**config.mk**
```make
export PLATFORM = sky130hd
export DESIGN_NAME = loadExtender
export DESIGN_NICKNAME = d
export VERILOG_FILES = /design/src/include/memStage_macros.svh /design/src/memStagePkg.sv /design/src/loadExtender.sv
export SDC_FILE = /design/constraint.sdc
export NUM_CORES = 1
export LEC_CHECK = 0
export BUFFER_PORTS_ARGS = -buffer_cell sky130_fd_sc_hd__buf_2
export CAP_MARGIN = 20
export CELL_PAD_IN_SITES_DETAIL_PLACEMENT = 1
export CELL_PAD_IN_SITES_GLOBAL_PLACEMENT = 2
export CORE_MARGIN = 2
export CORE_UTILIZATION = 16
export DETAILED_ROUTE_END_ITERATION = 6
export PLACE_DENSITY_LB_ADDON = 0.1
export SLEW_MARGIN = 20
export SYNTH_ARGS = -nofsm -noshare
export SYNTH_HDL_FRONTEND = slang
export SYNTH_SLANG_ARGS = --single-unit
export TNS_END_PERCENT = 100
```
**constraint.sdc**
```tcl
create_clock -name vclk -period 1.95
set_clock_uncertainty 0.05 [all_clocks]
set_input_delay 0.0975 -clock vclk [all_inputs]
set_output_delay 0.0975 -clock vclk [all_outputs]
set_load 0.02 [all_outputs]
```
**src/include/memStage_macros.svh**
```systemverilog
`ifndef MEMSTAGE_MACROS_SVH
`define MEMSTAGE_MACROS_SVH

//////////////////////////////////////////////////////////////////////
// Address map
//////////////////////////////////////////////////////////////////////

// Data memory occupies 0x0000 up to this byte
`define DM_LAST 32'h0000_2FFF

// 12 KiB of 32-bit words
`define DM_WORDS 3072

// Timer blocks, 16-byte aligned
`define TIMER0_BASE 32'h0000_7F00
`define TIMER1_BASE 32'h0000_7F10

//////////////////////////////////////////////////////////////////////
// Register offsets inside one timer
//////////////////////////////////////////////////////////////////////

// Enable in bit 0, interrupt mask in bit 3
`define TIMER_CTRL 32'h0

// Writing here also reloads the counter
`define TIMER_PRESET 32'h4

// Read only
`define TIMER_COUNT 32'h8

`endif

```
**src/memStagePkg.sv**
```systemverilog
`default_nettype none

package memStagePkg;

	// Memory operation carried with each request
	typedef enum logic [3:0] {
		opNone,
		opLw,
		opLh,
		opLhu,
		opLb,
		opLbu,
		opSw,
		opSh,
		opSb
	} memOpT;

	// Exception code as seen by CP0
	typedef logic [4:0] excCodeT;

	localparam excCodeT excNone = 5'd0;
	localparam excCodeT excAdEL = 5'd4;
	localparam excCodeT excAdES = 5'd5;
	localparam excCodeT excOv   = 5'd12;

	function automatic logic isLoad(input memOpT op);
		return op inside {opLw, opLh, opLhu, opLb, opLbu};
	endfunction

	function automatic logic isStore(input memOpT op);
		return op inside {opSw, opSh, opSb};
	endfunction

endpackage

`default_nettype wire

```
**src/loadExtender.sv**
```systemverilog
`timescale 1ns/10ps
`default_nettype none

module loadExtender (
	input  memStagePkg::memOpT op,
	input  logic [1:0]         addrLow,
	input  logic [31:0]        word,
	output logic [31:0]        data
);
	import memStagePkg::*;

	logic [7:0]  byteSel;
	logic [15:0] halfSel;

	// Lane picked by the low address bits
	assign byteSel = word[{addrLow, 3'b000} +: 8];
	assign halfSel = addrLow[1] ? word[31:16] : word[15:0];

	always_comb begin
		case (op)
			opLw:    data = word;
			opLh:    data = {{16{halfSel[15]}}, halfSel};
			opLhu:   data = {16'h0000, halfSel};
			opLb:    data = {{24{byteSel[7]}}, byteSel};
			opLbu:   data = {24'h000000, byteSel};
			// Stores and faulted requests
			default: data = 32'h0000_0000;
		endcase
	end

endmodule

`default_nettype wire

```
==> out/qor.txt <==
initial antenna violation count -> 0
Multi-input gate area -> 561 um^2
status -> finished, final reports clean
delay-heaviest family, CP -> simple AND/OR/NAND/NOR gates
Max Cap Viol -> 0
Worst Tran Pin Value -> 0.554 ns
register area -> 0 um^2
commonest non-fill, non-tap cells in the layout -> 70 x buf_2, 35 x nand2_1, 14 x a221o_1, 10 x nor2_1, 8 x mux2i_1
# fillers -> 488
TNS Setup -> 0 ns
Worst setup SP type -> primary input
Final Hold Fails -> 0
Syn Inst Count -> 90
unrepaired setup endpoints after global routing -> false
Hold Path Depth -> 4
CP Class -> primary input to output pin
Arr. time, crit path -> 1.54 ns
Final Max Tran Viols -> 0
routed wire length -> 2880 um
DRT iter0 DRCs -> 19
crit path max fanout -> 7
Rel. slew slack -> 0.629
Post-CTS Hold Buffers -> 0
leakage -> 0.638 nW
Core Rows -> 22
stages on the worst setup path -> 6
YS warnings -> 0
first-pass GRT wire length -> 4540 um
Cell Area, Synth -> 603 um^2
most used cell, CP -> buf_2
DIE AREA -> 4280 um^2
DIE WIDTH -> 65.4 um
fin crit share -> 0.864
starting density of the core -> 0.166
post-synthesis net count -> 128
PD cells -> 235 nW/um^2
Diodes inserted -> 0
final count of negative-setup-slack endpoints -> 0
DP Wirelength -> 2350 um
Seq cells -> 0
Synth cell types -> 25
antenna viol nets, final -> 0
Placer Congestion -> 0.680
Peak VDD IR -> 52.3 uV
WHS Endpoint -> data[19]
Pre-antenna DRT Iters -> 4
die height -> 65.4 um
nets -> 199
io pins -> 70
hold crit path type -> primary input to output pin
Worst EP required -> 1.80 ns
vias per cell -> 4.59
post-route minimum period -> 1.68 ns
Buffers on Ports -> 70
drt drc -> 0
element type at the critical path end -> output pin
WP buf/inv -> 2
sequential-to-total area share from yosys stat -> 0
# Post-CTS Setup Buffers -> 0
CP max-delay cell -> nor3_2
GRT Util Overall -> 0.133
routed len/inst -> 13.9 um
share of layout cells above drive strength 1 -> 0.516
Worst path max stage delay -> 0.44 ns
cells along the critical path -> buf_2, nor3b_1, a21oi_1, nor3_2, a221o_1, buf_2
Avg Inst Size Synth -> 6.70 um^2
Clock Buffer Count -> 0
total congestion overflow -> 0
largest net degree at the start of global routing -> 19
vias in the first global route -> 914
HP Start -> word[19]
fmax -> 594 MHz
routed vias -> 951
Layout Area Growth over Synthesis -> 67.2%
PostCTS Resize Cnt -> 0
Pwr Total -> 0.000237 W
commonest non-fill, non-tap cell in the layout -> buf_2
Core Area -> 3630 um^2
==> metal layers <==
metal	part of all wire	global-route usage	routed length, um
met3	0.071	0.00856	205
met4	0.0049	0.00781	14
met2	0.49	0.251	1400
met1	0.44	0.173	1260
met5	0	0	0
==> tightest hold or removal path, delay by kind of cell <==
kind                   cells  cell delay (ns)
buffers and inverters      2             0.24
AND/OR/NAND/NOR            2             0.09
==> stage by stage <==
stage	cell area, um^2	setup WS, ns	instances	util	hold slack, ns
after global routing	1010	0.113	207	0.278	0.502
final	1010	0.265	207	0.278	0.470
after global placement	1010	0.285	207	0.278	0.466
after floorplan	603	0.491	90	-	0.306
after detailed placement	1010	0.207	207	0.278	0.473
after CTS	1010	0.206	207	0.278	0.475
==> logic make-up (layout without fill, tap and decap cells) <==
kind of cell / Yosys count / in the layout / share of synthesized area
muxes: 9 / 9 / 0.151
and+or+nand+nor: 52 / 52 / 0.407
buffers and inverters: 7 / 76 / 0.0705
AOI/OAI and AO/OA: 22 / 22 / 0.371
==> area by class of cell <==
type / count / share of cell area
inverter: 2 / 0.00744
timing repair buffer: 74 / 0.377
tap: 48 / 0.0596
multi-input combinational: 83 / 0.556
==> report_power, final <==
group          internal [W]  leakage (nW)  total, W  switching, W
combinational     0.0000988         0.638  0.000237      0.000139
clock                     0             0         0             0
sequential                0             0         0             0
total             0.0000988         0.638  0.000237      0.000139
==> Yosys cell counts, drive strengths merged (2+ instances only) <==
master / n / share of area
a21o: 3 / 0.062
inv: 2 / 0.012
buf: 3 / 0.039
nor4b: 2 / 0.054
nor2: 11 / 0.073
clkbuf: 2 / 0.019
mux2i: 8 / 0.13
a221o: 14 / 0.23
nand2: 35 / 0.22
==> worst max path at each step <==
stage	start	end	slack [ns]
2_1_floorplan	op[1]	data[16]	0.49
3_3_place_gp	op[1]	data[11]	0.29
3_5_place_dp	op[2]	data[0]	0.21
4_1_cts	op[2]	data[0]	0.21
5_1_grt	op[2]	data[6]	0.11
6_report	op[2]	data[0]	0.27
No activity file was read; power rests on OpenSTA's default activity.
