<file path="src/include/memStage_macros.svh">
`ifndef MEMSTAGE_MACROS_SVH
`define MEMSTAGE_MACROS_SVH

//////////////////////////////////////////////////////////////////////
// Address map
//////////////////////////////////////////////////////////////////////

// Data memory occupies 0x0000 up to this byte
`define DM_LAST 32'h0000_2FFF

// 12 KiB of 32-bit words
`define DM_WORDS 3072

// Timer blocks, 16-byte aligned
`define TIMER0_BASE 32'h0000_7F00
`define TIMER1_BASE 32'h0000_7F10

//////////////////////////////////////////////////////////////////////
// Register offsets inside one timer
//////////////////////////////////////////////////////////////////////

// Enable in bit 0, interrupt mask in bit 3
`define TIMER_CTRL 32'h0

// Writing here also reloads the counter
`define TIMER_PRESET 32'h4

// Read only
`define TIMER_COUNT 32'h8

`endif

</file>
<file path="src/memStagePkg.sv">
`default_nettype none

package memStagePkg;

	// Memory operation carried with each request
	typedef enum logic [3:0] {
		opNone,
		opLw,
		opLh,
		opLhu,
		opLb,
		opLbu,
		opSw,
		opSh,
		opSb
	} memOpT;

	// Exception code as seen by CP0
	typedef logic [4:0] excCodeT;

	localparam excCodeT excNone = 5'd0;
	localparam excCodeT excAdEL = 5'd4;
	localparam excCodeT excAdES = 5'd5;
	localparam excCodeT excOv   = 5'd12;

	function automatic logic isLoad(input memOpT op);
		return op inside {opLw, opLh, opLhu, opLb, opLbu};
	endfunction

	function automatic logic isStore(input memOpT op);
		return op inside {opSw, opSh, opSb};
	endfunction

endpackage

`default_nettype wire

</file>
<file path="src/storeAligner.sv">
`timescale 1ns/10ps
`default_nettype none

module storeAligner (
	input  memStagePkg::memOpT op,
	input  logic [1:0]         addrLow,
	input  logic [31:0]        wData,
	output logic [3:0]         byteEn,
	output logic [31:0]        laneData
);
	import memStagePkg::*;

	always_comb begin
		byteEn   = 4'b0000;
		laneData = wData;
		case (op)
			opSw: begin
				byteEn = 4'b1111;
			end
			opSh: begin
				// Same halfword in both lanes, enable picks one
				laneData = {2{wData[15:0]}};
				byteEn   = addrLow[1] ? 4'b1100 : 4'b0011;
			end
			opSb: begin
				laneData = {4{wData[7:0]}};
				byteEn   = 4'b0001 << addrLow;
			end
			default: begin
				// Loads and bubbles write nothing
				byteEn = 4'b0000;
			end
		endcase
	end

endmodule

`default_nettype wire

</file>
<file path="config.mk">
export PLATFORM = sky130hd
export DESIGN_NAME = storeAligner
export DESIGN_NICKNAME = d
export VERILOG_FILES = /design/src/include/memStage_macros.svh /design/src/memStagePkg.sv /design/src/storeAligner.sv
export SDC_FILE = /design/constraint.sdc
export NUM_CORES = 1
export LEC_CHECK = 0
export BUFFER_PORTS_ARGS = -buffer_cell sky130_fd_sc_hd__buf_2
export CELL_PAD_IN_SITES_DETAIL_PLACEMENT = 0
export CELL_PAD_IN_SITES_GLOBAL_PLACEMENT = 1
export CORE_MARGIN = 2
export CORE_UTILIZATION = 21
export DETAILED_ROUTE_END_ITERATION = 8
export GPL_TIMING_DRIVEN = 0
export PLACE_DENSITY_LB_ADDON = 0.1
export SYNTH_ARGS = -nofsm -noshare
export SYNTH_HDL_FRONTEND = slang
export SYNTH_SLANG_ARGS = --single-unit
</file>
<file path="constraint.sdc">
create_clock -name vclk -period 2.04
set_clock_uncertainty 0.2 [all_clocks]
set_input_delay 0.102 -clock vclk [all_inputs]
set_output_delay 0.102 -clock vclk [all_outputs]
set_load 0.01 [all_outputs]
</file>
==> metrics.md <==
| Metric | Value |
|---|---|
| DRT antenna net count | `0` |
| Mapped Cells | `60` |
| Die span in x | `54.1 um` |
| First drt pass iteration count | `3` |
| DRC viols | `0` |
| Fmax | `526 MHz` |
| Worst-margin pin slew | `0.569 ns` |
| # setup viols final | `0` |
| Distinct cells, synth | `21` |
| Sequential share of the synthesized area | `0%` |
| WHS Endpoint | `laneData[24]` |
| Min-Delay Path Depth | `3` |
| Max Slew Vio Count | `0` |
| First-pass GRT wire length | `2.35 mm` |
| Total grt overflow | `0` |
| CP required | `1.74 ns` |
| Worst vdd ir | `86.0 uV` |
| Worst hold slack | `0.280 ns` |
| Via count | `741` |
| Syn avg cell area | `8.78 um^2` |
| Total track usage | `10.4%` |
| Syn nets | `98` |
| Startpoint types | `input port` |
| Worst Hold Class | `in2out` |
| Routed WL per cell | `10.7 um` |
| Worst-path maximum fanout | `10` |
| Final Net Count | `174` |
| Post-DP Area | `935 um^2` |
| Buffers on Ports | `74` |
| Routability cong. | `0.625` |
| Num sequential | `0` |
| CP arrival | `1.60 ns` |
| Detailed Route WL | `1.75 mm` |
| # IOs | `74` |
| # rows | `18` |
| Setup repair after global routing missed its margin | `false` |
| Slew margin rel. | `61.9%` |
| Setup TNS Final | `0 ns` |
| Ys Warns | `0` |
| Initial DRC count | `3` |
| Met3 Track Usage GR | `0.278%` |
| Final Hold Viols | `0` |
| Final worst path period share | `93.1%` |
| Global route hottest layer | `met2` |
| Max-cap violations | `0` |
| # hold bufs at CTS | `0` |
| Top cells by area, synth | `mux2_2, a22o_1, buf_4` |
| # clk buffers | `0` |
| Grt met1 use | `13.9%` |
| Area Overhead vs Synth | `77.4%` |
| Largest net degree at the start of global routing | `11` |
| CP Class | `in2out` |
| Die area | `2930 um^2` |
| Sequential standard cell area | `0 um^2` |
| Fraction of layout cells with a size suffix above 1 | `76.9%` |
| Post-route cell area | `935 um^2` |
| Post-CTS Setup Bufs | `0` |
| Tmin final | `1.90 ns` |
| N_diodes | `0` |
| Hold Path Origin | `wData[24]` |
| Core ar. | `2430 um^2` |
| DR vias/cell | `4.52` |
| Routing usage on met2 | `19.5%` |
| Fillcell total | `271` |
| Share of the synthesized area in the top cell type | `27.8%` |
| Starting Density | `21.7%` |
| Synthesized cell area | `527 um^2` |
| Outcome | `finished clean` |
| Critical Path Sink Type | `output pin` |
| Leakage | `0.564 nW` |
| Final HPWL DP | `1.49 mm` |
| Vias in the first global route | `542` |
| Initial antenna violation count | `0` |
| Area leader, netlist | `mux2_2` |
| CTS resizes | `0` |
| Die Ht | `54.1 um` |
| Pwr per Cell Area | `210 nW/um^2` |
## worst max-delay path by stage
stage                   end  cells after the start  startpoint
6_report       laneData[14]                      5       op[0]
3_5_place_dp   laneData[11]                      5       op[0]
3_3_place_gp   laneData[10]                      5       op[0]
2_1_floorplan   laneData[9]                      3       op[0]
5_1_grt        laneData[11]                      5       op[0]
4_1_cts        laneData[11]                      5       op[0]
## metrics by stage
stage | setup WS [ns] | std cells | utilization [%] | total power, W
2_1_floorplan | 0.562 | 60 | - | 0.000102
3_3_place_gp | 0.113 | 164 | 38.4 | 0.000198
3_5_place_dp | 0.0947 | 164 | 38.4 | 0.000199
4_1_cts | 0.0908 | 164 | 38.4 | 0.000200
5_1_grt | 0.0300 | 164 | 38.4 | 0.000219
6_report | 0.140 | 164 | 38.4 | 0.000196
## synth_stat cells, drive strengths merged
cell and number:
a21bo 1, nor3b 1, nand3 1, o21ai 2
nor2 2, and4b 1, a21oi 1, a31oi 1
mux2 16, nand2 4, nor4b 2, a21o 8
buf 11, a22o 8, and3b 1
## cell type report
cell class | count | area (um^2) | share of cell area (%)
Timing Repair Buffer | 74 | 370 | 39.6
Tap cell | 30 | 37.5 | 4.02
Buffer | 11 | 83.8 | 8.97
Multi-Input combinational cell | 49 | 443 | 47.4
## cell usage in the layout, fill, tap and decap left out
cell / instances
a21bo_2: 1
a21o_1: 8
a21oi_1: 1
a22o_1: 8
a31oi_1: 1
and3b_1: 1
and4b_1: 1
buf_2: 75
buf_4: 9
buf_6: 1
mux2_1: 1
mux2_2: 13
mux2_4: 2
nand2_1: 4
nand3_1: 1
nor2_1: 1
nor2_4: 1
nor3b_1: 1
nor4b_1: 1
nor4b_4: 1
o21ai_0: 2
## per-layer routing
metal | wire [um] | vias up
li1 | - | 378
met1 | 741 | 320
met2 | 811 | 43
met3 | 200 | 0
met4 | 0 | 0
met5 | 0 | -
## critical path, cell delays in order
cell and delay, ns:
buf_2 0.14, nor4b_4 0.57, buf_4 0.30, mux2_2 0.35, buf_2 0.14
## cells by family after synthesis
kind of cell           share of synthesized area [%]
AO/OA/AOI/OAI                                   30.6
multiplexers                                    35.6
AND/OR/NAND/NOR                                 17.8
buffers and inverters                           15.9
## power by group
part,switching [W],total [W],internal [W]
clock network,0,0,0
registers,0,0,0
logic,0.0000881,0.000196,0.000108
No activity file was read; power rests on OpenSTA's default activity.
