<file path="src/include/memStage_macros.svh">
`ifndef MEMSTAGE_MACROS_SVH
`define MEMSTAGE_MACROS_SVH

//////////////////////////////////////////////////////////////////////
// Address map
//////////////////////////////////////////////////////////////////////

// Data memory occupies 0x0000 up to this byte
`define DM_LAST 32'h0000_2FFF

// 12 KiB of 32-bit words
`define DM_WORDS 3072

// Timer blocks, 16-byte aligned
`define TIMER0_BASE 32'h0000_7F00
`define TIMER1_BASE 32'h0000_7F10

//////////////////////////////////////////////////////////////////////
// Register offsets inside one timer
//////////////////////////////////////////////////////////////////////

// Enable in bit 0, interrupt mask in bit 3
`define TIMER_CTRL 32'h0

// Writing here also reloads the counter
`define TIMER_PRESET 32'h4

// Read only
`define TIMER_COUNT 32'h8

`endif

</file>
<file path="src/timerRegs.sv">
`timescale 1ns/10ps
`default_nettype none
`include "memStage_macros.svh"

module timerRegs (
	input  logic        clk,
	input  logic        arstN,
	input  logic        we,
	input  logic        sel,
	input  logic [1:0]  regOffset,
	input  logic [31:0] wData,
	output logic [31:0] rData,
	output logic [1:0]  irq
);

	// Word index of each register
	localparam logic [1:0] offCtrl   = 2'(`TIMER_CTRL >> 2);
	localparam logic [1:0] offPreset = 2'(`TIMER_PRESET >> 2);
	localparam logic [1:0] offCount  = 2'(`TIMER_COUNT >> 2);

	logic [31:0] ctrl   [2];
	logic [31:0] preset [2];
	logic [31:0] count  [2];
	logic [1:0]  hit;

	assign hit = we ? (sel ? 2'b10 : 2'b01) : 2'b00;

	always_ff @(posedge clk or negedge arstN) begin
		if (!arstN) begin
			for (int t = 0; t < 2; t++) begin
				ctrl[t]   <= '0;
				preset[t] <= '0;
				count[t]  <= '0;
			end
		end else begin
			for (int t = 0; t < 2; t++) begin
				if (hit[t] && (regOffset == offCtrl)) begin
					ctrl[t] <= wData;
				end
				if (hit[t] && (regOffset == offPreset)) begin
					// Reload takes priority over counting
					preset[t] <= wData;
					count[t]  <= wData;
				end else if (ctrl[t][0] && (count[t] != 32'd0)) begin
					count[t] <= count[t] - 32'd1;
				end
			end
		end
	end

	// Interrupt when expired, enabled and allowed by the mask
	always_comb begin
		for (int t = 0; t < 2; t++) begin
			irq[t] = (count[t] == 32'd0) && ctrl[t][0] && ctrl[t][3];
		end
	end

	always_ff @(posedge clk) begin
		case (regOffset)
			offCtrl:   rData <= ctrl[sel];
			offPreset: rData <= preset[sel];
			offCount:  rData <= count[sel];
			default:   rData <= 32'h0000_0000;
		endcase
	end

endmodule

`default_nettype wire

</file>
<file path="config.mk">
export PLATFORM = sky130hd
export DESIGN_NAME = timerRegs
export DESIGN_NICKNAME = d
export VERILOG_FILES = /design/src/timerRegs.sv
export VERILOG_INCLUDE_DIRS = /design/src /design/src/include
export SDC_FILE = /design/constraint.sdc
export NUM_CORES = 1
export LEC_CHECK = 0
export ABC_AREA = 0
export BUFFER_PORTS_ARGS = -buffer_cell sky130_fd_sc_hd__buf_2
export CAP_MARGIN = 20
export CORE_MARGIN = 2
export CORE_UTILIZATION = 45
export DETAILED_ROUTE_END_ITERATION = 8
export HOLD_SLACK_MARGIN = 0.02
export PLACE_DENSITY = 0.65
export SLEW_MARGIN = 20
export SYNTH_ARGS = -nofsm -noshare
export SYNTH_HDL_FRONTEND = slang
export SYNTH_SLANG_ARGS = --single-unit
</file>
<file path="constraint.sdc">
create_clock -name clk -period 4.15 [get_ports clk]
set_clock_uncertainty 0.2 [all_clocks]
set_input_delay 1.245 -clock clk [delete_from_list [all_inputs] [get_ports clk]]
set_output_delay 1.245 -clock clk [all_outputs]
set_load 0.05 [all_outputs]
</file>
==> flow_metrics.tcl <==
set metrics [dict create \
    cellLeakagePower_nw 5.28 \
    p_per_area_mw_per_mm2 538 \
    multiInputGateArea_mm2 0.00477 \
    grt_setup_unrepaired "false" \
    total_power_mw 6.46 \
    insertion_delay_ps 520 \
    post_drt_via_cell_ratio 5.65 \
    layout.cells.most_common "sky130_fd_sc_hd__dfrtp_1" \
    cp-start-kind "register" \
    tightestPinTransition_ps 986 \
    power.switching_fraction_pct 31.2 \
    wire_length_of_the_first_global_routing_pass_mm 44.3 \
    finalInstanceArea_mm2 0.0120 \
    synth_fp_nets 1109 \
    clock_tree_from_tritoncts "done" \
    hold_slack_ps 275 \
    finalWirelength_mm 27.9 \
    grt_antenna_before_repair 0 \
    power.ir.vdd_worst_v 0.000260 \
    crit_fanout 6 \
    cts.reportedPaths.clkPinSlew_ps 60 \
    dr_total_vias 8086 \
    mapped_area_mm2 0.0105 \
    fp.dieH_um 156 \
    postLayoutCoreUtil_pct 52.9 \
    synth.distinct_cells 54 \
    final_cell_mix "192 x sky130_fd_sc_hd__dfrtp_1, 170 x sky130_fd_sc_hd__nand2_1, 125 x sky130_fd_sc_hd__nor2_1, 96 x sky130_fd_sc_hd__a21oi_1, 68 x sky130_fd_sc_hd__buf_2" \
    fin_setup_tns_ps 0 \
    timing.setup.critical_path_class "reg -> out" \
    detailedRoute.firstPassIterationCount 4 \
    min_period_over_period_pct 97.7 \
    data_arrival_at_the_endpoint_of_the_critical_path_ps 2610 \
    synth-seq-cells 224 \
    detailedPlacementHpwl_mm 18.5 \
    area_growth_syn_to_layout_pct 14.9 \
    dp_cells 1387 \
    number_of_slew_limit_violations_in_the_final_report 0 \
    synth_area_per_cell_um2 9.79 \
    cap_viol_max_count 0 \
    synth_ff_type "sky130_fd_sc_hd__dfrtp_1" \
    power_frac_comb_pct 20.2 \
    timing_hold_violations_final 0 \
    ctsHoldBuffers 0 \
    grt.total_usage_pct 23.1 \
    gpl.final_weighted_congestion 0.823 \
    grt_max_degree 103 \
    timing.fmax_ghz 0.247 \
    yosysWarnings 0 \
    design.die.area_mm2 0.0245 \
    stdcell_count 1432 \
    cts.htree.levels 1 \
    synth.yosys.seq_area_share_pct 52.0 \
    clock_power_share_pct 32.7 \
    final_critical_path_time_including_i_o_delays_and_setup_ps 4050 \
    ctsLongestPathBuffers 3 \
    post_route_cells_drive_above_1_share_pct 19.2 \
    fraction_of_power_consumed_by_sequential_logic_pct 47.1 \
    share_of_synthesized_registers_carrying_an_async_set_or_reset_pct 85.7 \
    fp.coreArea_mm2 0.0227 \
    numClockSinks 224 \
    data_required_time_at_the_worst_endpoint_ps 2700 \
    setup-violations-final 0 \
    clockRootBuffer "sky130_fd_sc_hd__clkbuf_16" \
    placementRows 55 \
    detailed_place.area_mm2 0.0112 \
    route.detailed.drc 0 \
    route.antenna.remaining_nets 0 \
    io_pins 72 \
    syn_inst 1069 \
    number_of_enable_flip_flop_cells_after_synthesis 0 \
    fp.dieW_um 156 \
    count_of_routing_violations_after_the_opening_detailed_route_iteration 530 \
    routed_wire_length_per_instance_um 19.5 \
    grt_pass1_vias 7945 \
    final_critical_path_setup_slack_ps 95.5 \
    num_antenna_cells 0 \
    hold_path_class "reg -> reg" \
    worst_setup_path_end_kind "primary output" \
    port_buffers 71 \
    num-fill-cells 2078 \
    power_switching_mw 2.02 \
    status "complete, no violations" \
    floorplan.initialDensity_pct 46.1 \
    register_area_mm2 0.00545 \
    cts_made_buffers 25 \
    internal-power_mw 4.45 \
    fin_nets 1169 \
    post-place-ws_ps 476 \
    grt-ovfl-total 0 \
    timing.slew.headroom_pct 34.1 \
]
==> power by group through the flow <==
| stage | sequential, mW | combinational, mW | clock (mW) |
|---|---|---|---|
| after CTS | 3.04 | 1.31 | 2.15 |
| final | 3.04 | 1.30 | 2.12 |
| after global placement | 3.06 | 1.28 | 0 |
| after floorplan | 3.14 | 0.803 | 0 |
| after global routing | 3.11 | 1.45 | 2.24 |
| after detailed placement | 3.07 | 1.30 | 0 |
==> final timing paths <==
path                                          endpoint              startpoint  depth (start not counted)  slack (ps)
worst max-delay path                            irq[0]   count[58]$_DFFE_PN0P_                          5         100
worst min-delay path            preset[47]$_DFFE_PN0P_  preset[47]$_DFFE_PN0P_                          2         280
worst max register to register    count[3]$_DFFE_PN0P_    count[0]$_DFFE_PN0P_                          9         930
worst min register to register  preset[47]$_DFFE_PN0P_  preset[47]$_DFFE_PN0P_                          2         280
max in group asynchronous         ctrl[14]$_DFFE_PN0P_                   arstN                          2        2300
min in group asynchronous       preset[38]$_DFFE_PN0P_                   arstN                          1         640
==> repair_timing <==
| item | in CTS | in global routing |
|---|---|---|
| resized for setup | 2 | 0 |
| setup endpoints to repair | 1 | 0 |
| hold endpoints to repair | 0 | 0 |
| buffers inserted | 0 | 0 |
==> cells by family (layout without fill, tap and decap cells) <==
logic type	after synthesis	after routing	share of synthesized area, %
fa+ha+maj	2	2	0.239
flops	224	224	52.0
xor+xnor	51	51	4.27
simple gates	392	392	16.6
buf+inv	71	149	2.63
mux	128	128	13.0
compound gates	201	201	11.2
==> flip-flops by register name, summed over array words and instances (netlist names) <==
name	cells
count	64
rData	32
ctrl	64
preset	64
==> cell usage after synthesis (2+ instances only) <==
master / instances / area, µm²
sky130_fd_sc_hd__dfrtp_1: 192 / 4800
sky130_fd_sc_hd__nand2_1: 170 / 638
sky130_fd_sc_hd__nor2_1: 127 / 477
sky130_fd_sc_hd__a21oi_1: 96 / 480
sky130_fd_sc_hd__mux2i_1: 65 / 651
sky130_fd_sc_hd__mux2_2: 63 / 709
sky130_fd_sc_hd__clkbuf_1: 51 / 191
sky130_fd_sc_hd__o21ai_0: 45 / 225
sky130_fd_sc_hd__xnor2_1: 35 / 307
sky130_fd_sc_hd__a211oi_1: 33 / 248
sky130_fd_sc_hd__dfxtp_1: 32 / 641
sky130_fd_sc_hd__nor3_1: 19 / 95.1
sky130_fd_sc_hd__nand3_1: 16 / 80.1
sky130_fd_sc_hd__xor2_1: 16 / 140
sky130_fd_sc_hd__buf_1: 12 / 45.0
sky130_fd_sc_hd__or4_1: 11 / 82.6
sky130_fd_sc_hd__nor4_1: 9 / 56.3
sky130_fd_sc_hd__o21ai_1: 7 / 35.0
sky130_fd_sc_hd__or3_1: 7 / 43.8
sky130_fd_sc_hd__inv_1: 6 / 22.5
sky130_fd_sc_hd__nor4b_1: 5 / 43.8
sky130_fd_sc_hd__nand4_1: 4 / 25.0
sky130_fd_sc_hd__a31oi_1: 3 / 18.8
sky130_fd_sc_hd__and3_1: 3 / 18.8
sky130_fd_sc_hd__nor2b_1: 3 / 18.8
sky130_fd_sc_hd__o211ai_1: 3 / 22.5
sky130_fd_sc_hd__and4_1: 2 / 17.5
sky130_fd_sc_hd__ha_1: 2 / 25.0
sky130_fd_sc_hd__nand3b_1: 2 / 15.0
sky130_fd_sc_hd__nor3_2: 2 / 20.0
sky130_fd_sc_hd__nor4_2: 2 / 25.0
sky130_fd_sc_hd__o311ai_0: 2 / 17.5
sky130_fd_sc_hd__or2_2: 2 / 12.5
sky130_fd_sc_hd__or4b_1: 2 / 20.0
==> routing by layer <==
layer	routed length, µm	part of all wire [%]	track usage (%)
met2	13000	47	36.5
met4	600	2.1	6.38
met5	0	0	0
met1	12900	46	33.1
met3	1380	5.0	3.79
==> area by class of cell <==
class                   instances  area share, %
clock buffers                  39           6.31
inverters                       6          0.187
flip-flops and latches        224           45.3
repair buffers                 98           5.28
well taps                     285           2.97
clock inverters                 6          0.250
multi-input cells             774           39.7
==> worst max-delay path, stage by stage (launching register included) <==
cell and delay, ps:
sky130_fd_sc_hd__dfrtp_1 400, sky130_fd_sc_hd__or3_1 480, sky130_fd_sc_hd__or4_4 570, sky130_fd_sc_hd__nor3_2 190
sky130_fd_sc_hd__and3_1 240, sky130_fd_sc_hd__buf_4 220
Power figures use the tool's default switching activity.
