--- src/include/memStage_macros.svh ---
`ifndef MEMSTAGE_MACROS_SVH
`define MEMSTAGE_MACROS_SVH

//////////////////////////////////////////////////////////////////////
// Address map
//////////////////////////////////////////////////////////////////////

// Data memory occupies 0x0000 up to this byte
`define DM_LAST 32'h0000_2FFF

// 12 KiB of 32-bit words
`define DM_WORDS 3072

// Timer blocks, 16-byte aligned
`define TIMER0_BASE 32'h0000_7F00
`define TIMER1_BASE 32'h0000_7F10

//////////////////////////////////////////////////////////////////////
// Register offsets inside one timer
//////////////////////////////////////////////////////////////////////

// Enable in bit 0, interrupt mask in bit 3
`define TIMER_CTRL 32'h0

// Writing here also reloads the counter
`define TIMER_PRESET 32'h4

// Read only
`define TIMER_COUNT 32'h8

`endif

--- src/memStagePkg.sv ---
`default_nettype none

package memStagePkg;

	// Memory operation carried with each request
	typedef enum logic [3:0] {
		opNone,
		opLw,
		opLh,
		opLhu,
		opLb,
		opLbu,
		opSw,
		opSh,
		opSb
	} memOpT;

	// Exception code as seen by CP0
	typedef logic [4:0] excCodeT;

	localparam excCodeT excNone = 5'd0;
	localparam excCodeT excAdEL = 5'd4;
	localparam excCodeT excAdES = 5'd5;
	localparam excCodeT excOv   = 5'd12;

	function automatic logic isLoad(input memOpT op);
		return op inside {opLw, opLh, opLhu, opLb, opLbu};
	endfunction

	function automatic logic isStore(input memOpT op);
		return op inside {opSw, opSh, opSb};
	endfunction

endpackage

`default_nettype wire

--- src/memErrDetect.sv ---
`timescale 1ns/10ps
`default_nettype none
`include "memStage_macros.svh"

module memErrDetect (
	input  memStagePkg::memOpT   op,
	input  logic [31:0]          addr,
	input  logic                 errIn,
	input  memStagePkg::excCodeT excIn,
	output logic                 err,
	output memStagePkg::excCodeT exc
);
	import memStagePkg::*;

	localparam logic [3:0] countOff = 4'(`TIMER_COUNT);

	logic isLd, isSt, isWord, isHalf;
	logic alignErr, inDm, inTimer0, inTimer1, inTimer;
	logic timerErr, rangeErr, ovErr, addrErr, passEarly;

	assign isLd   = isLoad(op);
	assign isSt   = isStore(op);
	assign isWord = (op == opLw) || (op == opSw);
	assign isHalf = (op == opLh) || (op == opLhu) || (op == opSh);

	// Alignment
	assign alignErr = (isWord && (addr[1:0] != 2'b00)) || (isHalf && addr[0]);

	// Region decode
	assign inDm     = addr <= `DM_LAST;
	assign inTimer0 = (addr >= `TIMER0_BASE) && (addr <= `TIMER0_BASE + `TIMER_COUNT + 32'd3);
	assign inTimer1 = (addr >= `TIMER1_BASE) && (addr <= `TIMER1_BASE + `TIMER_COUNT + 32'd3);
	assign inTimer  = inTimer0 || inTimer1;
	assign rangeErr = !(inDm || inTimer);

	// Timers take only whole words, and count is read only
	assign timerErr = inTimer && (!isWord || (isSt && (addr[3:0] >= countOff)));

	// Execute stage flagged address overflow
	assign ovErr = excIn == excOv;

	assign addrErr = (isLd || isSt) && (alignErr || rangeErr || timerErr || ovErr);

	// An earlier non-overflow error wins over anything found here
	assign passEarly = errIn && !ovErr;

	always_comb begin
		err = errIn;
		exc = excIn;
		if (!passEarly && addrErr) begin
			err = 1'b1;
			exc = isLd ? excAdEL : excAdES;
		end
	end

endmodule

`default_nettype wire

--- config.mk ---
export PLATFORM = sky130hd
export DESIGN_NAME = memErrDetect
export DESIGN_NICKNAME = d
export VERILOG_FILES = /design/src/memStagePkg.sv /design/src/memErrDetect.sv
export VERILOG_INCLUDE_DIRS = /design/src /design/src/include
export SDC_FILE = /design/constraint.sdc
export NUM_CORES = 1
export LEC_CHECK = 0
export BUFFER_PORTS_ARGS = -buffer_cell sky130_fd_sc_hd__buf_2
export CAP_MARGIN = 15
export CORE_AREA = 2 2 39 41
export DETAILED_ROUTE_END_ITERATION = 10
export DIE_AREA = 0 0 41 43
export PLACE_DENSITY = 0.62
export SYNTH_ARGS = -nofsm -noshare
export SYNTH_HDL_FRONTEND = slang
export SYNTH_SLANG_ARGS = --single-unit
--- constraint.sdc ---
create_clock -name vclk -period 2
set_input_delay 0.2 -clock vclk [all_inputs]
set_output_delay 0.2 -clock vclk [all_outputs]
set_load 0.01 [all_outputs]
==> results of run 1 <==
critical path, cell delays in order:
cell and delay [ns]:
buf_2 0.10, or3b_4 0.39, a211oi_2 0.22, nor2_2 0.09, a311oi_4 0.30, mux2_4 0.33, buf_2 0.14
metal layers:
layer  vias to the layer above  global-route usage, %
met5                         -                      0
met4                         0                   2.67
met3                         0                  0.524
met2                        19                   23.1
met1                       215                   12.3
li1                        249                      -
cell usage in the layout, fill, tap and decap left out, types with 2 or more instances in the layout:
| master | Yosys | final |
|---|---|---|
| a21oi_1 | 2 | 2 |
| nor2_1 | 3 | 2 |
| nor4_1 | 4 | 3 |
| and2b_2 | 4 | 4 |
| or2_2 | 2 | 2 |
| buf_2 | 0 | 47 |
| nor3_1 | 4 | 4 |
| buf_4 | 0 | 4 |
| nand2_1 | 3 | 3 |
cell families after synthesis:
group           Yosys count  synth area share [%]
compound gates            8                  29.6
xor+xnor                  1                  3.24
mux                       1                  5.55
simple gates             27                  61.6
what timing repair did:
item                       4_1_cts  5_1_grt
pin swaps                        1        1
resized for setup                0        3
buffers inserted                 0        1
setup endpoints to repair        1        4
stage by stage:
step	instance area [sq um]	cells
2_1_floorplan	270	37
3_3_place_gp	548	103
3_5_place_dp	548	103
4_1_cts	548	103
5_1_grt	567	104
6_report	567	104
worst min path at each step:
stage	start	cells past startpoint	endpoint	slack, ns
floorplan	errIn	1	err	0.51
global placement	excIn[2]	3	exc[2]	0.69
detailed placement	excIn[2]	3	exc[2]	0.69
CTS	excIn[2]	3	exc[2]	0.69
global route	errIn	3	err	0.71
finish	excIn[2]	3	exc[2]	0.69
power breakdown:
group	internal, W	switching [W]	leakage, nW
clock	0	0	0
sequential	0	0	0
combinational	0.0000626	0.0000423	0.299
total	0.0000626	0.0000423	0.299
final cells by class:
type,count,area [sq um]
fillers,159,817
multi-input cells,37,282
well taps,16,20.0
repair buffers,51,265
==> flow_metrics.env, run 1 <==
export IMPL_top_layer_used="met3"
export IMPL_yosys_top_cells_count="4 x and2b_2, 4 x nor3_1, 4 x nor4_1"
export IMPL_antenna_left=0
export IMPL_grt_pass1_vias=480
export IMPL_via_count=483
export IMPL_antenna_found_initial=0
export IMPL_dpl_hpwl_um=895
export IMPL_syn_inst=37
export IMPL_fin_crit_sh_pct=98.0
export IMPL_final_max_slew_viol_count=0
export IMPL_fin_tns_setup_ns=0
export IMPL_irDropWorstVdd_mv=0.0574
export IMPL_setup_viol=0
export IMPL_layout_drive_gt1_share_pct=72.7
export IMPL_cp_data_required_time_ns=1.80
export IMPL_syn_avg_cell_area_sq_um=7.30
export IMPL_synthTopCellsByArea="and2b_2 13%, a311oi_4 9.7%, nor4_1 9.3%"
export IMPL_rows=14
export IMPL_setup_ws_ns=0.0393
export IMPL_diodes=0
export IMPL_yosysUniqueCellTypes=22
export IMPL_holdWs_ns=0.690
export IMPL_area_growth_pct=110
export IMPL_p_total_w=0.000105
export IMPL_die_w_um=41
export IMPL_wl_met3_um=82
export IMPL_post_drt_via_cell_ratio=4.64
export IMPL_max_slew_margin_rel_pct=73.1
export IMPL_start_util_pct=19.5
export IMPL_synth_cell_area_sq_um=270
export IMPL_pwr_density_cell_nw_per_um2=185
export IMPL_leakagePower_nw=0.299
export IMPL_yosys_area_top_type_share_pct=13.0
export IMPL_start_kind="input port"
export IMPL_fmax_mhz=510
export IMPL_crit_type="in -> out"
export IMPL_die_area_sq_um=1760
export IMPL_die_h_um=43
export IMPL_status="finished clean"
export IMPL_wl_mm=1.04
export IMPL_met1Wirelength_um=374
export IMPL_first_pass_iters=4
export IMPL_wl_met2_um=586
export IMPL_core_sq_um=1380
export IMPL_utilization_pct=41.0
export IMPL_crit_path_start="op[1]"
export IMPL_final_hold_viol_count=0
export IMPL_worstPathArrival_ns=1.76
export IMPL_max_cap_violations=0
export IMPL_yosysTopAreaCell="and2b_2"
export IMPL_numPortBuffers=47
export IMPL_rsz0062_at_grt="true"
export IMPL_syn_num_nets=79
export IMPL_pre_cts_slack_ns=-0.0589
export IMPL_register_area_sq_um=0
export IMPL_crit_path_end="exc[0]"
export IMPL_ys_seq_area_share_pct=0
export IMPL_ios=48
export IMPL_gp_congestion=0.688
export IMPL_grt_overflow=0
export IMPL_drt_iter0_markers=5
export IMPL_cp_end_kind="output port"
export IMPL_seq_cell_count=0
export IMPL_grt_start_max_net_pins=6
export IMPL_worstMarginPinSlew_ns=0.400
export IMPL_avgRoutedWirePerCell_um=10.0
export IMPL_drc=0
export IMPL_final_nets=132
export IMPL_hp_class="in -> out"
export IMPL_grtUsageTotal_pct=11.8
export IMPL_ys_warn_count=0
export IMPL_cts_hold_buf=0
export IMPL_grt_pass1_wl_mm=1.60
export IMPL_path_max_fanout=5
export IMPL_period_minus_slack_ns=1.96
export IMPL_clockBufferCount=0
No activity file was read; power rests on OpenSTA's default activity.
==> run 2, diff against run 1 <==
==> constraint.sdc (replaced) <==
create_clock -name vclk -period 2
set_input_delay 0.2 -clock vclk [all_inputs]
set_output_delay 0.2 -clock vclk [all_outputs]
set_load 0.005 [all_outputs]
==> flow_metrics.env, run 2 (same netlist as run 1, synthesis figures left out) <==
export IMPL_pwr_density_cell_nw_per_um2=176
export IMPL_cts_hold_buf=0
export IMPL_worstMarginPinSlew_ns=0.399
export IMPL_die_area_sq_um=1760
export IMPL_final_cell_mix="47 x buf_2, 4 x nor3_1, 4 x and2b_2"
export IMPL_wl_mm=1.02
export IMPL_clockBufferCount=0
export IMPL_fillers=151
export IMPL_antenna_found_initial=0
export IMPL_diodes=0
export IMPL_cp_data_required_time_ns=1.80
export IMPL_fmax_mhz=505
export IMPL_register_area_sq_um=0
export IMPL_layout_cells_non_filler=103
export IMPL_wl_met3_um=84
export IMPL_grt_start_max_net_pins=6
export IMPL_dpl_hpwl_um=909
export IMPL_setup_viol=0
export IMPL_post_drt_via_cell_ratio=4.74
export IMPL_cp_end_kind="output port"
export IMPL_holdWs_ns=0.668
export IMPL_start_kind="input port"
export IMPL_period_minus_slack_ns=1.98
export IMPL_max_slew_margin_rel_pct=73.2
export IMPL_fin_crit_sh_pct=99.0
export IMPL_final_max_slew_viol_count=0
export IMPL_core_sq_um=1380
export IMPL_max_cap_violations=0
export IMPL_irDropWorstVdd_mv=0.0548
export IMPL_met1Wirelength_um=376
export IMPL_path_max_fanout=5
export IMPL_rows=14
export IMPL_start_util_pct=19.5
export IMPL_crit_type="in -> out"
export IMPL_critical_path_cell_chain="buf_2 > or3b_1 > a211oi_2 > nor2_1 > a311oi_4 > mux2_4 > buf_2"
export IMPL_grt_pass1_vias=464
export IMPL_grt_overflow=0
export IMPL_antenna_left=0
export IMPL_grtUsageTotal_pct=11.7
export IMPL_die_h_um=43
export IMPL_final_common_cell="buf_2"
export IMPL_gp_congestion=0.687
export IMPL_path_common_cell="buf_2"
export IMPL_top_layer_used="met3"
export IMPL_die_w_um=41
export IMPL_ios=48
export IMPL_drc=0
export IMPL_numPortBuffers=47
export IMPL_status="finished clean"
export IMPL_final_nets=131
export IMPL_multi_input_area_sq_um=277
export IMPL_drt_iter0_markers=1
export IMPL_final_hold_viol_count=0
export IMPL_area_growth_pct=105
export IMPL_avgRoutedWirePerCell_um=9.85
export IMPL_leakagePower_nw=0.294
export IMPL_dp_cells=103
export IMPL_path_buf_inv=2
export IMPL_hp_class="in -> out"
export IMPL_first_pass_iters=2
export IMPL_crit_path_top_delay_cell="or3b_1"
export IMPL_critPathMaxStageDelay_ns=0.40
export IMPL_cp_top_family="simple AND/OR/NAND/NOR gates"
export IMPL_rsz0062_at_grt="true"
export IMPL_seq_cell_count=0
export IMPL_layout_drive_gt1_share_pct=70.1
export IMPL_worstPathArrival_ns=1.78
export IMPL_wl_met2_um=553
export IMPL_grt_pass1_wl_mm=1.57
export IMPL_via_count=488
[run 2: where the power goes]
| part | total, W | internal (W) | switching [W] |
|---|---|---|---|
| registers | 0 | 0 | 0 |
| clock network | 0 | 0 | 0 |
| logic | 0.0000978 | 0.0000602 | 0.0000376 |
[run 2: path summary, 6_finish.rpt]
| path | start | endpoint | slack, ns | cells after the start |
|---|---|---|---|---|
| worst max-delay path | op[1] | exc[0] | 0.02 | 7 |
| worst min-delay path | errIn | err | 0.67 | 3 |
[run 2: cell type report]
class	count	share of cell area, %
multi-input combinational	37	49.9
timing repair buffer	50	46.5
tap	16	3.61
[run 2: timing repair]
item | in CTS | in global routing
endpoints found under the setup margin | 1 | 4
hold endpoints to repair | 0 | 0
buffers inserted | 0 | 0
pin swaps | 1 | 1
resized for setup | 0 | 1
[run 2: routing by layer]
metal  GRT usage (%)  up-vias
li1                -      248
met1            12.0      221
met2            24.7       19
met3               0        0
met4               0        0
met5               0        -
[run 2: stage by stage]
stage | TNS (ns) | setup WS [ns] | instance area, sq um | util [%] | power [W]
2_1_floorplan | 0 | 0.267 | 270 | - | 0.0000366
3_3_place_gp | -0.0336 | -0.0336 | 548 | 39.6 | 0.0000954
3_5_place_dp | -0.0608 | -0.0608 | 548 | 39.6 | 0.0000975
4_1_cts | 0 | 0.0126 | 548 | 39.6 | 0.0000979
5_1_grt | -0.0604 | -0.0604 | 554 | 40.1 | 0.000108
6_report | 0 | 0.0193 | 554 | 40.1 | 0.0000978
==> run 3, diff against run 2 <==
Settings changed: BUFFER_PORTS_ARGS -buffer_cell sky130_fd_sc_hd__buf_2 to -buffer_cell sky130_fd_sc_hd__buf_4.
==> flow_metrics.env, run 3 (same netlist as run 1, synthesis figures left out) <==
export IMPL_die_area_sq_um=1760
export IMPL_fin_tns_setup_ns=0
export IMPL_final_cell_mix="50 x buf_4, 4 x nor3_1, 4 x and2b_2"
export IMPL_wl_met2_um=522
export IMPL_post_drt_via_cell_ratio=4.61
export IMPL_top_layer_used="met3"
export IMPL_worstMarginPinSlew_ns=0.400
export IMPL_fmax_mhz=511
export IMPL_wl_um=985
export IMPL_gp_congestion=0.614
export IMPL_die_h_um=43
export IMPL_final_max_slew_viol_count=0
export IMPL_period_minus_slack_ns=1.96
export IMPL_layout_cells_non_filler=103
export IMPL_wl_met3_um=94
export IMPL_grt_overflow=0
export IMPL_cp_data_required_time_ns=1.80
export IMPL_pwr_density_cell_nw_per_um2=185
export IMPL_area_growth_pct=150
export IMPL_cts_setup_buffers=0
export IMPL_crit_path_start="op[1]"
export IMPL_rows=14
export IMPL_first_pass_iters=4
export IMPL_ios=48
export IMPL_irDropWorstVdd_mv=0.0727
export IMPL_pre_cts_slack_ns=-0.0688
export IMPL_start_util_pct=19.5
export IMPL_drt_iter0_markers=1
export IMPL_leakagePower_nw=0.335
export IMPL_antenna_found_initial=0
export IMPL_die_w_um=41
export IMPL_antenna_left=0
export IMPL_core_sq_um=1380
export IMPL_final_hold_viol_count=0
export IMPL_worstPathArrival_ns=1.76
export IMPL_setup_ws_ns=0.0432
export IMPL_clockBufferCount=0
export IMPL_max_cap_violations=0
export IMPL_grtUsageTotal_pct=10.6
export IMPL_final_nets=131
export IMPL_dpl_hpwl_um=897
export IMPL_setup_viol=0
export IMPL_status="finished clean"
export IMPL_start_kind="input port"
export IMPL_diodes=0
export IMPL_grt_pass1_vias=417
export IMPL_grt_start_max_net_pins=6
export IMPL_path_max_fanout=5
export IMPL_holdWs_ns=0.664
export IMPL_seq_cell_count=0
export IMPL_layout_drive_gt1_share_pct=72.4
export IMPL_max_slew_margin_rel_pct=73.1
export IMPL_via_count=475
export IMPL_drc=0
export IMPL_rsz0062_at_grt="true"
export IMPL_met1Wirelength_um=369
export IMPL_avgRoutedWirePerCell_um=9.56
export IMPL_register_area_sq_um=0
export IMPL_final_common_cell="buf_4"
export IMPL_grt_pass1_wl_mm=1.45
export IMPL_cp_end_kind="output port"
export IMPL_worstHoldStart="errIn"
export IMPL_numPortBuffers=47
export IMPL_crit_type="in -> out"
export IMPL_hp_class="in -> out"
export IMPL_dp_cells=103
export IMPL_fin_crit_sh_pct=97.8
## run 3: final timing paths
kind                  depth (start not counted)     end  slack [ns]
worst max-delay path                          7  exc[0]        0.04
worst min-delay path                          3     err        0.66
## run 3: per-stage QoR
stage / cell area (sq um) / total power [W] / utilization (%)
finish: 677 / 0.000125 / 48.9
global route: 677 / 0.000136 / 48.9
CTS: 666 / 0.000125 / 48.1
detailed placement: 666 / 0.000124 / 48.1
global placement: 666 / 0.000123 / 48.1
floorplan: 270 / 0.0000366 / -
## run 3: where the power goes
group	leakage (nW)	total [W]	switching [W]	internal, W
clock network	0	0	0	0
registers	0	0	0	0
logic	0.335	0.000125	0.0000374	0.0000880
## run 3: worst max-delay path: stages
cell	delay [ns]
buf_4	0.11
or3b_4	0.39
a211oi_2	0.21
nor2_2	0.09
a311oi_4	0.29
mux2_4	0.33
buf_4	0.13
## run 3: layout make-up
cell class,count,area (sq um)
timing repair buffer,50,375
fill,144,707
multi-input combinational,37,282
tap,16,20.0
## run 3: timing repair
item / CTS / global route
pin swaps: 1 / 2
hold endpoints to repair: 0 / 0
endpoints found under the setup margin: 1 / 4
hold buffers: 0 / 0
resized for setup: 0 / 4
## run 3: layer usage
metal / global-route usage, % / up-vias
met5: 0 / -
li1: - / 248
met1: 12.7 / 208
met4: 1.33 / 0
met2: 19.4 / 19
met3: 1.05 / 0
